[src/rtl/calc_pkg.sv]
// operands are three BCD digits plus sign; result magnitude must fit MAG_W bits and six digits
`default_nettype none

package calc_pkg;

    localparam int DIGIT_W    = 4;
    localparam int NUM_DIGITS = 3;
    localparam int RES_DIGITS = 6;
    localparam int MAG_W      = 20;
    localparam int OP_W       = 3;

    // display codes beyond the decimal digits
    localparam logic [DIGIT_W-1:0] CODE_BLANK = 4'd10;
    localparam logic [DIGIT_W-1:0] CODE_MINUS = 4'd11;

    typedef struct packed {
        logic up;
        logic down;
        logic left;
        logic right;
        logic mid;
    } button_t;

    typedef struct packed {
        logic                                sign;
        logic [NUM_DIGITS-1:0][DIGIT_W-1:0] digits;
    } operand_t;

    typedef struct packed {
        logic                                neg;
        logic                                invalid;
        logic [RES_DIGITS-1:0][DIGIT_W-1:0] digits;
    } result_t;

    typedef enum logic [1:0] {
        OP_ADD,
        OP_SUB,
        OP_MUL,
        OP_NONE
    } op_e;

    typedef enum logic [2:0] {
        S_IDLE,
        S_INPUT_A,
        S_INPUT_B,
        S_EXEC,
        S_CONVERT,
        S_DISPLAY
    } ctrl_state_e;

    typedef enum logic [2:0] {
        CUR_IDLE,
        CUR_D0,
        CUR_D1,
        CUR_D2,
        CUR_SIGN
    } cursor_e;

    // active low segments, bit 0 is the decimal point
    function automatic logic [7:0] seg_encode(logic [DIGIT_W-1:0] code);
        case (code)
            4'd0:       return 8'b0000_0011;
            4'd1:       return 8'b1001_1111;
            4'd2:       return 8'b0010_0101;
            4'd3:       return 8'b0000_1101;
            4'd4:       return 8'b1001_1001;
            4'd5:       return 8'b0100_1001;
            4'd6:       return 8'b0100_0001;
            4'd7:       return 8'b0001_1111;
            4'd8:       return 8'b0000_0001;
            4'd9:       return 8'b0001_1001;
            CODE_MINUS: return 8'b1111_1101;
            default:    return 8'b1111_1111;
        endcase
    endfunction

endpackage

`default_nettype wire

[src/rtl/button_conditioner.sv]
// one pulse per press after DEBOUNCE_CYCLES of stable input; a held higher button masks lower ones
`timescale 1ns/10ps
`default_nettype none

module button_conditioner #(
    parameter int DEBOUNCE_CYCLES = 250000
) (
    input  logic              clk,
    input  logic              rst_n,
    input  calc_pkg::button_t buttons_raw,
    output calc_pkg::button_t buttons
);
    import calc_pkg::*;

    localparam int N_BTN = $bits(button_t);
    localparam int CNT_W = $clog2(DEBOUNCE_CYCLES + 1);

    button_t                     level;
    button_t                     level_q;
    logic [N_BTN-1:0][CNT_W-1:0] cnt;

    always_ff @(posedge clk or negedge rst_n) begin
        if (!rst_n) begin
            level   <= '0;
            level_q <= '0;
            cnt     <= '0;
        end else begin
            level_q <= level;
            for (int i = 0; i < N_BTN; i++) begin
                if (buttons_raw[i] == level[i]) begin
                    cnt[i] <= '0;
                end else if (cnt[i] == CNT_W'(DEBOUNCE_CYCLES - 1)) begin
                    level[i] <= buttons_raw[i];
                    cnt[i]   <= '0;
                end else begin
                    cnt[i] <= cnt[i] + 1'b1;
                end
            end
        end
    end

    // left > right > up > down > mid
    always_comb begin
        buttons.left  = level.left & ~level_q.left;
        buttons.right = level.right & ~level_q.right & ~level.left;
        buttons.up    = level.up & ~level_q.up & ~(level.left | level.right);
        buttons.down  = level.down & ~level_q.down & ~(level.left | level.right | level.up);
        buttons.mid   = level.mid & ~level_q.mid
                        & ~(level.left | level.right | level.up | level.down);
    end

endmodule

`default_nettype wire

[src/rtl/operand_entry.sv]
// buttons act only while entry_active; entry_clear wins over any press in the same cycle
`timescale 1ns/10ps
`default_nettype none

module operand_entry (
    input  logic               clk,
    input  logic               rst_n,
    input  calc_pkg::button_t  buttons,
    input  logic               entry_active,
    input  logic               entry_clear,
    output calc_pkg::operand_t operand,
    output calc_pkg::cursor_e  cursor
);
    import calc_pkg::*;

    logic [1:0]         sel;
    logic [DIGIT_W-1:0] cur_digit;
    logic [DIGIT_W-1:0] new_digit;

    // digit under the cursor, stepped modulo 10
    always_comb begin
        case (cursor)
            CUR_D1:  sel = 2'd1;
            CUR_D2:  sel = 2'd2;
            default: sel = 2'd0;
        endcase
        cur_digit = operand.digits[sel];
        if (buttons.up)
            new_digit = (cur_digit == DIGIT_W'(9)) ? '0 : cur_digit + 1'b1;
        else
            new_digit = (cur_digit == '0) ? DIGIT_W'(9) : cur_digit - 1'b1;
    end

    always_ff @(posedge clk or negedge rst_n) begin
        if (!rst_n) begin
            cursor  <= CUR_IDLE;
            operand <= '0;
        end else if (entry_clear) begin
            cursor  <= CUR_D0;
            operand <= '0;
        end else if (entry_active) begin
            // saturates at D0 and SIGN
            case (cursor)
                CUR_D0: begin
                    if (buttons.left)
                        cursor <= CUR_D1;
                end
                CUR_D1: begin
                    if (buttons.left)
                        cursor <= CUR_D2;
                    else if (buttons.right)
                        cursor <= CUR_D0;
                end
                CUR_D2: begin
                    if (buttons.left)
                        cursor <= CUR_SIGN;
                    else if (buttons.right)
                        cursor <= CUR_D1;
                end
                CUR_SIGN: begin
                    if (buttons.right)
                        cursor <= CUR_D2;
                end
                default: cursor <= CUR_IDLE;
            endcase
            if (buttons.up || buttons.down) begin
                if (cursor == CUR_SIGN)
                    operand.sign <= ~operand.sign;
                else if (cursor != CUR_IDLE)
                    operand.digits[sel] <= new_digit;
            end
        end
    end

endmodule

`default_nettype wire

[src/rtl/calc_control.sv]
// buttons are ignored in S_EXEC and S_CONVERT; an invalid result leaves display on any mid
`timescale 1ns/10ps
`default_nettype none

module calc_control (
    input  logic                        clk,
    input  logic                        rst_n,
    input  calc_pkg::button_t           buttons,
    input  calc_pkg::operand_t          operand,
    input  logic [calc_pkg::OP_W-1:0]   op_switches,
    input  logic                        alu_done,
    input  logic                        invalid,
    input  logic                        bcd_done,
    output logic                        entry_active,
    output logic                        entry_clear,
    output logic                        alu_start,
    output logic                        bcd_start,
    output calc_pkg::operand_t          operand_a,
    output calc_pkg::operand_t          operand_b,
    output calc_pkg::op_e               op,
    output calc_pkg::ctrl_state_e       state,
    output logic                        page,
    output logic                        exe_done,
    output logic [2:0]                  display_stage
);
    import calc_pkg::*;

    op_e op_dec;

    // lowest set switch wins
    always_comb begin
        if (op_switches[0])
            op_dec = OP_ADD;
        else if (op_switches[1])
            op_dec = OP_SUB;
        else if (op_switches[2])
            op_dec = OP_MUL;
        else
            op_dec = OP_NONE;
    end

    always_ff @(posedge clk or negedge rst_n) begin
        if (!rst_n) begin
            state       <= S_IDLE;
            page        <= 1'b0;
            op          <= OP_NONE;
            entry_clear <= 1'b0;
            alu_start   <= 1'b0;
            bcd_start   <= 1'b0;
        end else begin
            entry_clear <= 1'b0;
            alu_start   <= 1'b0;
            bcd_start   <= 1'b0;
            case (state)
                S_IDLE: begin
                    state       <= S_INPUT_A;
                    entry_clear <= 1'b1;
                end
                S_INPUT_A: begin
                    if (buttons.mid) begin
                        state       <= S_INPUT_B;
                        entry_clear <= 1'b1;
                    end
                end
                S_INPUT_B: begin
                    if (buttons.mid) begin
                        state       <= S_EXEC;
                        op          <= op_dec;
                        entry_clear <= 1'b1;
                        alu_start   <= 1'b1;
                    end
                end
                S_EXEC: begin
                    if (alu_done) begin
                        state     <= S_CONVERT;
                        bcd_start <= 1'b1;
                    end
                end
                S_CONVERT: begin
                    if (bcd_done) begin
                        state <= S_DISPLAY;
                        page  <= 1'b0;
                    end
                end
                S_DISPLAY: begin
                    if (buttons.mid && (page || invalid)) begin
                        state       <= S_INPUT_A;
                        page        <= 1'b0;
                        entry_clear <= 1'b1;
                    end else if (buttons.mid) begin
                        page <= 1'b1;
                    end
                end
                default: state <= S_IDLE;
            endcase
        end
    end

    // operand capture on mid
    always_ff @(posedge clk) begin
        if (state == S_INPUT_A && buttons.mid)
            operand_a <= operand;
        if (state == S_INPUT_B && buttons.mid)
            operand_b <= operand;
    end

    assign entry_active  = (state == S_INPUT_A) || (state == S_INPUT_B);
    assign exe_done      = (state == S_DISPLAY);
    assign display_stage = exe_done ? {2'b00, page} + 3'd1 : 3'd0;

endmodule

`default_nettype wire

[src/rtl/int_alu.sv]
// add, sub and mul of signed 3-digit operands; results stay valid until the next start
`timescale 1ns/10ps
`default_nettype none

module int_alu (
    input  logic                         clk,
    input  logic                         rst_n,
    input  logic                         start,
    input  calc_pkg::operand_t           operand_a,
    input  calc_pkg::operand_t           operand_b,
    input  calc_pkg::op_e                op,
    output logic [calc_pkg::MAG_W-1:0]   magnitude,
    output logic                         neg,
    output logic                         invalid,
    output logic                         done
);
    import calc_pkg::*;

    // one extra bit for the sign
    localparam int VAL_W = MAG_W + 1;

    logic signed [VAL_W-1:0] val_a;
    logic signed [VAL_W-1:0] val_b;
    logic signed [VAL_W-1:0] res;
    logic signed [VAL_W-1:0] res_abs;

    function automatic logic signed [VAL_W-1:0] to_value(operand_t opd);
        logic signed [VAL_W-1:0] mag;
        mag = VAL_W'(opd.digits[2]) * 100 + VAL_W'(opd.digits[1]) * 10 + VAL_W'(opd.digits[0]);
        return opd.sign ? -mag : mag;
    endfunction

    assign val_a = to_value(operand_a);
    assign val_b = to_value(operand_b);

    always_comb begin
        case (op)
            OP_ADD:  res = val_a + val_b;
            OP_SUB:  res = val_a - val_b;
            OP_MUL:  res = val_a * val_b;
            default: res = '0;
        endcase
    end

    assign res_abs = res[VAL_W-1] ? -res : res;

    always_ff @(posedge clk or negedge rst_n) begin
        if (!rst_n) begin
            done    <= 1'b0;
            neg     <= 1'b0;
            invalid <= 1'b0;
        end else begin
            done <= start;
            if (start) begin
                neg     <= res[VAL_W-1];
                invalid <= (op == OP_NONE);
            end
        end
    end

    always_ff @(posedge clk) begin
        if (start)
            magnitude <= res_abs[MAG_W-1:0];
    end

endmodule

`default_nettype wire

[src/rtl/bin2bcd.sv]
// done pulses MAG_W + 1 cycles after start; magnitude must be held during conversion
`timescale 1ns/10ps
`default_nettype none

module bin2bcd (
    input  logic                                               clk,
    input  logic                                               rst_n,
    input  logic                                               start,
    input  logic [calc_pkg::MAG_W-1:0]                         magnitude,
    output logic [calc_pkg::RES_DIGITS-1:0][calc_pkg::DIGIT_W-1:0] digits,
    output logic                                               done
);
    import calc_pkg::*;

    localparam int CNT_W = $clog2(MAG_W + 1);

    logic [MAG_W-1:0]                     bin;
    logic [RES_DIGITS-1:0][DIGIT_W-1:0]   adj;
    logic [CNT_W-1:0]                     cnt;

    // add 3 to any digit of 5 or more before the shift
    always_comb begin
        for (int i = 0; i < RES_DIGITS; i++) begin
            if (digits[i] >= DIGIT_W'(5))
                adj[i] = digits[i] + DIGIT_W'(3);
            else
                adj[i] = digits[i];
        end
    end

    always_ff @(posedge clk or negedge rst_n) begin
        if (!rst_n) begin
            cnt  <= '0;
            done <= 1'b0;
        end else begin
            done <= 1'b0;
            if (start) begin
                cnt <= CNT_W'(MAG_W);
            end else if (cnt != '0) begin
                cnt  <= cnt - 1'b1;
                done <= (cnt == CNT_W'(1));
            end
        end
    end

    always_ff @(posedge clk) begin
        if (start) begin
            bin    <= magnitude;
            digits <= '0;
        end else if (cnt != '0) begin
            {digits, bin} <= {adj, bin} << 1;
        end
    end

endmodule

`default_nettype wire

[src/rtl/seg_display.sv]
// no leading-zero suppression; all digits dark before the first scan tick and while busy
`timescale 1ns/10ps
`default_nettype none

module seg_display #(
    parameter int SCAN_DIV_BITS = 10
) (
    input  logic                  clk,
    input  logic                  rst_n,
    input  calc_pkg::ctrl_state_e state,
    input  calc_pkg::operand_t    operand,
    input  calc_pkg::result_t     result,
    input  logic                  page,
    output logic [3:0]            digit_ctrl,
    output logic [7:0]            digit_seg
);
    import calc_pkg::*;

    logic [SCAN_DIV_BITS-1:0] div;
    logic [1:0]               idx;
    logic                     scan_on;
    logic                     entry;
    logic                     blank;
    logic [2:0]               res_idx;
    logic [DIGIT_W-1:0]       code;

    always_ff @(posedge clk or negedge rst_n) begin
        if (!rst_n) begin
            div     <= '0;
            idx     <= '0;
            scan_on <= 1'b0;
        end else begin
            div <= div + 1'b1;
            if (&div) begin
                scan_on <= 1'b1;
                if (scan_on)
                    idx <= idx + 1'b1;
            end
        end
    end

    assign entry = (state == S_INPUT_A) || (state == S_INPUT_B);
    assign blank = !scan_on || !(entry || state == S_DISPLAY)
                   || (state == S_DISPLAY && result.invalid);

    assign digit_ctrl = blank ? 4'b1111 : ~(4'b0001 << idx);

    // page 0 holds d5..d3, page 1 holds d2..d0
    assign res_idx = {1'b0, idx} + (page ? 3'd0 : 3'd3);

    always_comb begin
        code = CODE_BLANK;
        if (entry) begin
            if (idx == 2'd3)
                code = operand.sign ? CODE_MINUS : CODE_BLANK;
            else
                code = operand.digits[idx];
        end else if (state == S_DISPLAY) begin
            if (idx == 2'd3)
                code = (result.neg && !page) ? CODE_MINUS : CODE_BLANK;
            else
                code = result.digits[res_idx];
        end
    end

    assign digit_seg = seg_encode(code);

endmodule

`default_nettype wire

[src/rtl/cal_top.sv]
// buttons are raw board inputs; debounce and scan rates come from the two parameters
`timescale 1ns/10ps
`default_nettype none

module cal_top #(
    parameter int DEBOUNCE_CYCLES = 250000,
    parameter int SCAN_DIV_BITS   = 10
) (
    input  logic                      clk,
    input  logic                      rst_n,
    input  calc_pkg::button_t         board_cal_button,
    input  logic [calc_pkg::OP_W-1:0] board_cal_switchs,
    output logic [3:0]                cal_board_digit_ctrl,
    output logic [7:0]                cal_board_digit_seg,
    output logic                      cal_board_exe_done,
    output logic [2:0]                cal_board_display_stage
);
    import calc_pkg::*;

    button_t                            buttons;
    operand_t                           operand;
    operand_t                           operand_a;
    operand_t                           operand_b;
    ctrl_state_e                        state;
    op_e                                op;
    result_t                            result;
    logic                               entry_active;
    logic                               entry_clear;
    logic                               alu_start;
    logic                               alu_done;
    logic                               bcd_start;
    logic                               bcd_done;
    logic                               page;
    logic                               neg;
    logic                               invalid;
    logic [MAG_W-1:0]                   magnitude;
    logic [RES_DIGITS-1:0][DIGIT_W-1:0] bcd_digits;

    button_conditioner #(
        .DEBOUNCE_CYCLES(DEBOUNCE_CYCLES)
    ) u_button_conditioner (
        .clk         (clk),
        .rst_n       (rst_n),
        .buttons_raw (board_cal_button),
        .buttons     (buttons)
    );

    operand_entry u_operand_entry (
        .clk          (clk),
        .rst_n        (rst_n),
        .buttons      (buttons),
        .entry_active (entry_active),
        .entry_clear  (entry_clear),
        .operand      (operand),
        .cursor       ()
    );

    calc_control u_calc_control (
        .clk           (clk),
        .rst_n         (rst_n),
        .buttons       (buttons),
        .operand       (operand),
        .op_switches   (board_cal_switchs),
        .alu_done      (alu_done),
        .invalid       (invalid),
        .bcd_done      (bcd_done),
        .entry_active  (entry_active),
        .entry_clear   (entry_clear),
        .alu_start     (alu_start),
        .bcd_start     (bcd_start),
        .operand_a     (operand_a),
        .operand_b     (operand_b),
        .op            (op),
        .state         (state),
        .page          (page),
        .exe_done      (cal_board_exe_done),
        .display_stage (cal_board_display_stage)
    );

    int_alu u_int_alu (
        .clk       (clk),
        .rst_n     (rst_n),
        .start     (alu_start),
        .operand_a (operand_a),
        .operand_b (operand_b),
        .op        (op),
        .magnitude (magnitude),
        .neg       (neg),
        .invalid   (invalid),
        .done      (alu_done)
    );

    bin2bcd u_bin2bcd (
        .clk       (clk),
        .rst_n     (rst_n),
        .start     (bcd_start),
        .magnitude (magnitude),
        .digits    (bcd_digits),
        .done      (bcd_done)
    );

    assign result = '{neg: neg, invalid: invalid, digits: bcd_digits};

    seg_display #(
        .SCAN_DIV_BITS(SCAN_DIV_BITS)
    ) u_seg_display (
        .clk        (clk),
        .rst_n      (rst_n),
        .state      (state),
        .operand    (operand),
        .result     (result),
        .page       (page),
        .digit_ctrl (cal_board_digit_ctrl),
        .digit_seg  (cal_board_digit_seg)
    );

endmodule

`default_nettype wire

[config.mk]
export PLATFORM = sky130hd
export DESIGN_NAME = cal_top
export DESIGN_NICKNAME = d
export VERILOG_FILES = /design/src/rtl/calc_pkg.sv /design/src/rtl/button_conditioner.sv /design/src/rtl/operand_entry.sv /design/src/rtl/calc_control.sv /design/src/rtl/int_alu.sv /design/src/rtl/bin2bcd.sv /design/src/rtl/seg_display.sv /design/src/rtl/cal_top.sv
export SDC_FILE = /design/constraint.sdc
export NUM_CORES = 1
export LEC_CHECK = 0
export BUFFER_PORTS_ARGS = -buffer_cell sky130_fd_sc_hd__buf_2
export CAP_MARGIN = 20
export CORE_ASPECT_RATIO = 0.6
export CORE_MARGIN = 1
export CORE_UTILIZATION = 59
export CTS_CLUSTER_DIAMETER = 80
export DETAILED_ROUTE_END_ITERATION = 12
export PLACE_DENSITY = 0.78
export SLEW_MARGIN = 20
export SYNTH_ARGS = -nofsm -noshare
export SYNTH_HDL_FRONTEND = slang
export SYNTH_SLANG_ARGS = --single-unit
[constraint.sdc]
create_clock -name clk -period 10.47 [get_ports clk]
set_clock_uncertainty 0.2 [all_clocks]
set_input_delay 1.5705 -clock clk [delete_from_list [all_inputs] [get_ports clk]]
set_output_delay 1.5705 -clock clk [all_outputs]
set_load 0.01 [all_outputs]
# ---- Yosys cells after proc, flatten, opt, wreduce, memory -nomap -nowiden
# Memory sizes are Yosys's and may differ from the RTL's.
# Index checks and enable logic that the tools add are counted.
# Widths: inputs -> output; s select.
dict set report op_classes {
  addsub 27
  multipliers 5
  div 0
  magnitude_cmp 10
  n_eq_ne 36
  shift 1
  n_mux 82
  bitwise 28
  reduce_logical 40
}
# operator n
set ops {}
lappend ops {{$mux 18} 10}
lappend ops {{$add 18x1->18 const B} 5}
lappend ops {{$eq 18x18->1 const B} 5}
lappend ops {{$mux 4} 17}
lappend ops {{$pmux 21 s3} 1}
lappend ops {{$mux 20} 3}
lappend ops {{$mux 3} 15}
lappend ops {{$add 21x4->21} 2}
lappend ops {{$mux 21} 2}
lappend ops {{$neg 21->21} 2}
lappend ops {{$mux 13} 3}
lappend ops {{$add 11x8->12} 2}
lappend ops {{$ge 4x3->1 const B} 6}
lappend ops {{$mux 12} 2}
lappend ops {{$add 21x21->21} 1}
lappend ops {{$mul 21x21->21} 1}
lappend ops {{$sub 21x21->21} 1}
lappend ops {{$add 4x2->4 const B} 5}
lappend ops {{$neg 20->20} 1}
lappend ops {{$mul 4x5->9 const B} 2}
lappend ops {{$pmux 3 s6} 1}
lappend ops {{$bmux 4 s2} 2}
lappend ops {{$not 1->1} 15}
lappend ops {{$mul 4x3->7 const B} 2}
lappend ops {{53 further kinds} 123}
dict set report totals {
  ff_bits 237
  latch_bits 0
  mem_bits_rw 0
  mem_bits_ro 112
  inputBits 10
  out_inout_bits 16
  word_cells 280
  mem_count 1
}
# memory words word_bits read_ports rd_ports_with_merged_regs write_ports line_no
set mem_list {}
lappend mem_list {{(no name shown)} 16 7 1 0 0 calc_pkg.sv:61} ;# case (code)

# ---- Depth between registers and ports, before layout
dict set report depth {
  word_depth 13
  depth_mapped 43
  ltp_nobuf 40
}

# ---- Modules after synthesis
# A second synthesis with hierarchy kept.
dict set report hier_totals {
  cells_unflattened 2583
  area_unflattened_um2 23477.5
}
# module instances cells_per_inst area_per_inst_um2 seq_area_each_um2
set modules_own_cells {}
lappend modules_own_cells {int_alu 1 1489 12130.4 675.6}
lappend modules_own_cells {button_conditioner 1 488 4880.9 2502.4}
lappend modules_own_cells {bin2bcd 1 269 2715.1 1231.2}
lappend modules_own_cells {seg_display 1 139 1290.0 325.3}
lappend modules_own_cells {calc_control 1 74 1261.2 1008.5}
lappend modules_own_cells {operand_entry 1 124 1199.9 400.4}

# ---- Least setup slack after synthesis
# Ideal clock, no wire load.
dict set report synth_timing {
  path_type {register to register}
  from {reg, netlist name u_calc_control.operand_a[7]}
  to {reg u_int_alu.magnitude[13] (netlist name) (data pin)}
  setup_time_ns 0.180
  arrival_ns 10.467
  required_ns 10.090
  setup_slack_ns -0.377
  path_stages_with_launch 38
  n_path_buf 0
  period_less_slack_ns 10.847
  cell_sequence {edfxtp_1 > ha_1 > ha_1 > fa_1 > xor2_1 > ha_1 > nor2b_1 > a221oi_1 > o311ai_2 > and4_1 > o211ai_1 > mux2i_1 > nor4_2 > a211oi_1 > and2_1 > fa_1 > inv_1 > fa_1 > [2 not listed] > fa_1 > fa_1 > fa_1 > inv_1 > fa_1 > inv_1 > ha_1 > or3_1 > a21o_1 > a31oi_1 > o21ai_0 > o31ai_1 > xnor2_1 > xnor2_1 > xnor2_1 > xor2_1 > nand2_1 > o311ai_1}
}
dict set report synth_between {
  elab_chain_len 9
  elab_cells_between_ends 11
  cone_classes {add/sub: 6; mul: 2; mux: 3}
}
# element line_no
set synth_lines {}
lappend synth_lines {{$mul 4x3->7 *} int_alu.sv:29} ;# mag = VAL_W'(opd.digits[2]) * 100 + VAL_W'(opd.digits[1]) * 10 + VAL_W'(opd.digits[0]);
lappend synth_lines {{$add 11x8->12 *} int_alu.sv:29}
lappend synth_lines {{$add 21x4->21 *} int_alu.sv:29}
lappend synth_lines {{$neg 21->21} int_alu.sv:30} ;# return opd.sign ? -mag : mag;
lappend synth_lines {{$mux 21 *} int_alu.sv:30}
lappend synth_lines {{$mul 21x21->21 (tied with other cells)} int_alu.sv:40} ;# OP_MUL: res = val_a * val_b;
lappend synth_lines {{$pmux 21 s3 *} int_alu.sv:37} ;# case (op)
lappend synth_lines {{$neg 20->20} int_alu.sv:45} ;# assign res_abs = res[VAL_W-1] ? -res : res;
lappend synth_lines {{$mux 20 *} int_alu.sv:45}
lappend synth_lines {{via u_int_alu.res_abs[13]} int_alu.sv:25} ;# logic signed [VAL_W-1:0] res_abs;
lappend synth_lines {{end signal, assigned} int_alu.sv:63} ;# magnitude <= res_abs[MAG_W-1:0];
lappend synth_lines {{end, declared} int_alu.sv:12} ;# output logic [calc_pkg::MAG_W-1:0] magnitude,
# The timed path passes the listed nets; every way through them passes the cells marked *.
# A chain may end at the register's enable or synchronous reset.

# ---- Worst setup path after layout
dict set report layout_timing {
  from {reg, netlist name u_calc_control.operand_b[5]}
  to {reg u_int_alu.magnitude[18] (netlist name) (data pin)}
}
dict set report layout_between {
  elab_chain_len 9
  elab_cells_between_ends 11
  cone_classes {add/sub: 6; mul: 2; mux: 3}
}
# element line_no
set layout_lines {}
lappend layout_lines {{$mul 4x3->7 *} int_alu.sv:29}
lappend layout_lines {{$add 11x8->12 *} int_alu.sv:29}
lappend layout_lines {{$add 21x4->21 *} int_alu.sv:29}
lappend layout_lines {{$neg 21->21} int_alu.sv:30}
lappend layout_lines {{$mux 21 *} int_alu.sv:30}
lappend layout_lines {{$mul 21x21->21 (tied with other cells)} int_alu.sv:40}
lappend layout_lines {{$pmux 21 s3 *} int_alu.sv:37}
lappend layout_lines {{$neg 20->20} int_alu.sv:45}
lappend layout_lines {{$mux 20 *} int_alu.sv:45}
lappend layout_lines {{via u_int_alu.res_abs[18]} int_alu.sv:25}
# Marks and branches as above.

==> out/metrics.csv <==
stage,metric,value,unit
synth,syn_nets,2937,
outcome,status,"complete, but fails checks",
finish,Layout fillers,2710,
pwr,Leak Pwr,12.5,nW
timing,period utilization,102,%
clock_tree,Clock Sinks,237,
finish,layout cells sized above 1,19.2,%
global_routing,initial antenna violation count,1,
finish,fin nets,3191,
pwr,Net Switching,0.000392,W
synth,register area share after synthesis,26.8,%
worst_setup_path,crit path max fanout,7,
min_path,HP Class,reg -> reg,
global_routing,global-route usage over all layers,33.4,%
worst_setup_path,kind of critical path,reg -> reg,
synth,"flops & latches, synth",237,
clock_tree,Clock Path Buffers,3,
finish,Sequential cell area,0.00614,mm^2
drt,Antenna Nets Post-Route,0,
clock_tree,Worst-path clk slew,0.07,ns
clock_tree,clk_lat worst skew,0.52,ns
synth,number of synthesized flops with an enable pin,66,
global_routing,GRT Residual Overflow,0,
synth,fraction of registers with async set/reset,62.0,%
synth,Yosys top cell area share,15.8,%
worst_setup_path,Worst setup EP type,flop,
floorplan,Core Region,0.0380,mm^2
drt,first-pass iteration count of the detailed router,6,
timing,WHS,0.262,ns
synth,post-synth cell types,98,
finish,"Core Util, Final",71.9,%
finish,Ant. Diodes,0,
timing,Final Hold Fails,0,
synth,top_reg_cell synth,dfrtp_1,
timing,Max-slew headroom,26.1,%
floorplan,boundary pin count,26,
worst_setup_path,Worst path max stage delay,0.54,ns
pwr,Clk pwr share,46.9,%
outcome,failing checks,setup timing,
floorplan,die area,0.0397,mm^2
synth,Synth area leader,dfrtp_1,
global_routing,vias in the first global route,19400,
pwr,switch share,20.9,%
clock_tree,CTS Buf Count,21,
clock_tree,CTS tree,built,
synth,Syn Area/Cell,8.93,um^2
placement,Port Buf Inserts,23,
pwr,Gate power share,1.9,%
finish,design area,0.0273,mm^2
worst_setup_path,CP arrival,10.74,ns
drt,Via Count,19700,
floorplan,Starting Density,60.4,%
placement,placed inst area,0.0255,mm^2
synth,synth warn,0,
global_routing,largest net degree at the start of global routing,77,
timing,final worst slack,-0.237,ns
pwr,Max VDD drop,0.126,mV
drt,Initial DRC Count,2153,
timing,final slew viol count,0,
pwr,sequential group share of total power,51.1,%
placement,HPWL after DPL,51.1,mm
pwr,Pwr Density,68.5,mW/mm^2
drt,DRC violations left,0,
placement,gpl congestion,1.04,
drt,final WL,66.3,mm
clock_tree,Clock Root Buffer,clkbuf_16,
finish,Multi-input gate area,0.0161,mm^2
worst_setup_path,"Req. time, crit path",10.51,ns
global_routing,global-route wire length before repair,105,mm
pwr,cell-internal power,0.00148,W
floorplan,Row Count,55,
synth,Mapped Cells,2571,
floorplan,die height,155,um
run,max-capacitance violation count,0,
worst_setup_path,slowest CP cell,fa_1,
timing,Peak Freq,0.0934,GHz
timing,Slew @ Worst Pin,1.11,ns
finish,"most common cell after layout, fill and taps aside",inv_1,
clock_tree,H-Tree Depth,1,
timing,Finish-stage setup viols,20,
floorplan,DIE WIDTH,257,um
synth,synthesized area,0.0230,mm^2
finish,Area growth syn-to-layout,19.0,%
worst_setup_path,CP startpoint kind,flop,
finish,"commonest cells after routing, fill and taps aside","inv_1, nand2_1, buf_4",
drt,Avg Vias per Cell,5.88,
timing,RSZ-0062 raised after global routing,true,
timing,crit path time final,10.71,ns
drt,wire length per cell,19.8,um
pwr,power consumption,0.00187,W
synth,Area contributors post-synth,"dfrtp_1, fa_1, ha_1",
cell families (layout without fill, tap and decap cells):
logic type / count (synthesis) / in the layout / share of synthesized area (%)
buf+inv: 419 / 687 / 6.93
compound gates: 365 / 365 / 10.4
xor+xnor: 234 / 234 / 9.54
simple gates: 889 / 889 / 18.2
flops: 237 / 237 / 26.8
other cells: 2 / 2 / 0.0327
fa+ha+maj: 357 / 357 / 24.8
mux: 68 / 68 / 3.30
synth_stat cells, types with 8 or more instances:
cell type and number:
or3_1 23, xor2_1 87, nor2b_1 25, xnor2_1 134
a21o_1 14, a22oi_1 9, and3_1 21, mux2_2 31
o22ai_1 13, a21oi_1 116, nand2_1 275, dfrtp_1 145
nand3_1 67, nor4b_1 9, nand4_1 24, nor4_1 8
o21ai_0 83, nor3_1 33, o21a_1 10, dfxtp_1 24
nor2_1 267, nand3b_1 9, o31ai_1 10, nor3b_1 15
mux2i_1 34, o221ai_1 12, a211oi_1 15, a31oi_1 8
inv_1 338, or2_2 15, and2_1 31, nand2b_1 43
clkbuf_1 68, ha_1 191, edfxtp_1 66, fa_1 165
worst max-delay path: cells and delay by family (launching register included):
| kind | cells | cell delay, ns |
|---|---|---|
| AND/OR/NAND/NOR | 2 | 0.38 |
| flip-flops | 1 | 0.47 |
| XOR/XNOR | 5 | 1.14 |
| AO/OA/AOI/OAI | 11 | 2.11 |
| adder cells (fa/ha/maj) | 12 | 5.34 |
| buffers and inverters | 10 | 0.76 |
per-layer routing:
layer  GRT usage (%)  routed length, um  part of all wire, %
met1            51.8              29900                   45
met2            47.8              27300                   41
met3            8.29               8220                   12
met4            4.51                885                  1.3
met5               0                  0                    0
stage by stage:
step                 TNS, ns  cells  setup WS, ns
floorplan                  0   2571       0.00328
global placement       -5.80   3282        -0.353
detailed placement    -10.99   3283        -0.613
CTS                 -0.00476   3340      -0.00242
global route           -9.32   3352        -0.521
finish                 -3.47   3352        -0.237
state kept, by name (all words and copies together), names as in the netlist:
register and flops:
u_button_conditioner.cnt 90, u_bin2bcd.digits 24, u_bin2bcd.bin 20, u_int_alu.magnitude 20
u_calc_control.operand_a 13, u_calc_control.operand_b 13, u_operand_entry.operand 13, u_seg_display.div 10
u_bin2bcd.cnt 5, u_button_conditioner.level 5, u_button_conditioner.level_q 5, u_calc_control.state 3
u_operand_entry.cursor 3, u_calc_control.op 2, u_seg_display.idx 2, u_bin2bcd.done 1
u_calc_control.alu_start 1, u_calc_control.bcd_start 1, u_calc_control.entry_clear 1, u_calc_control.page 1
u_int_alu.done 1, u_int_alu.invalid 1, u_int_alu.neg 1, u_seg_display.scan_on 1
layout make-up:
type | count | share of cell area, %
repair buffers | 310 | 8.77
inverters | 340 | 4.67
well taps | 513 | 2.35
multi-input cells | 1915 | 58.9
clock inverters | 7 | 0.421
clock buffers | 30 | 2.43
flip-flops and latches | 237 | 22.5
power groups by stage:
stage | Sequential [W] | Combinational [W] | Clock, W
final | 0.000957 | 0.0000361 | 0.000878
after global routing | 0.000957 | 0.0000416 | 0.000918
after CTS | 0.000957 | 0.0000371 | 0.000879
after detailed placement | 0.000975 | 0.0000366 | 0
after global placement | 0.000975 | 0.0000346 | 0
after floorplan | 0.000973 | 0.0000217 | 0
path summary, 6_finish.rpt:
check,from,end,slack (ns),cells after the start
max in group asynchronous,rst_n,u_button_conditioner.cnt[25]$_DFF_PN0_,7.77,2
hold / removal,u_button_conditioner.level[0]$_DFFE_PN0P_,u_button_conditioner.level_q[0]$_DFF_PN0_,0.26,0
min in group asynchronous,rst_n,u_button_conditioner.cnt[41]$_DFF_PN0_,0.88,1
hold reg to reg,u_button_conditioner.level[0]$_DFFE_PN0P_,u_button_conditioner.level_q[0]$_DFF_PN0_,0.26,0
setup reg to reg,u_calc_control.operand_b[5]$_DFFE_PP_,u_int_alu.magnitude[18]$_DFFE_PP_,-0.24,40
setup / recovery,u_calc_control.operand_b[5]$_DFFE_PP_,u_int_alu.magnitude[18]$_DFFE_PP_,-0.24,40
repair_timing:
item	CTS	global route
endpoints found under the setup margin	20	20
gates resized for setup	86	47
hold buffers	0	0
pin swaps	64	41
buffers inserted	20	14
No activity file was read; power rests on OpenSTA's default activity.
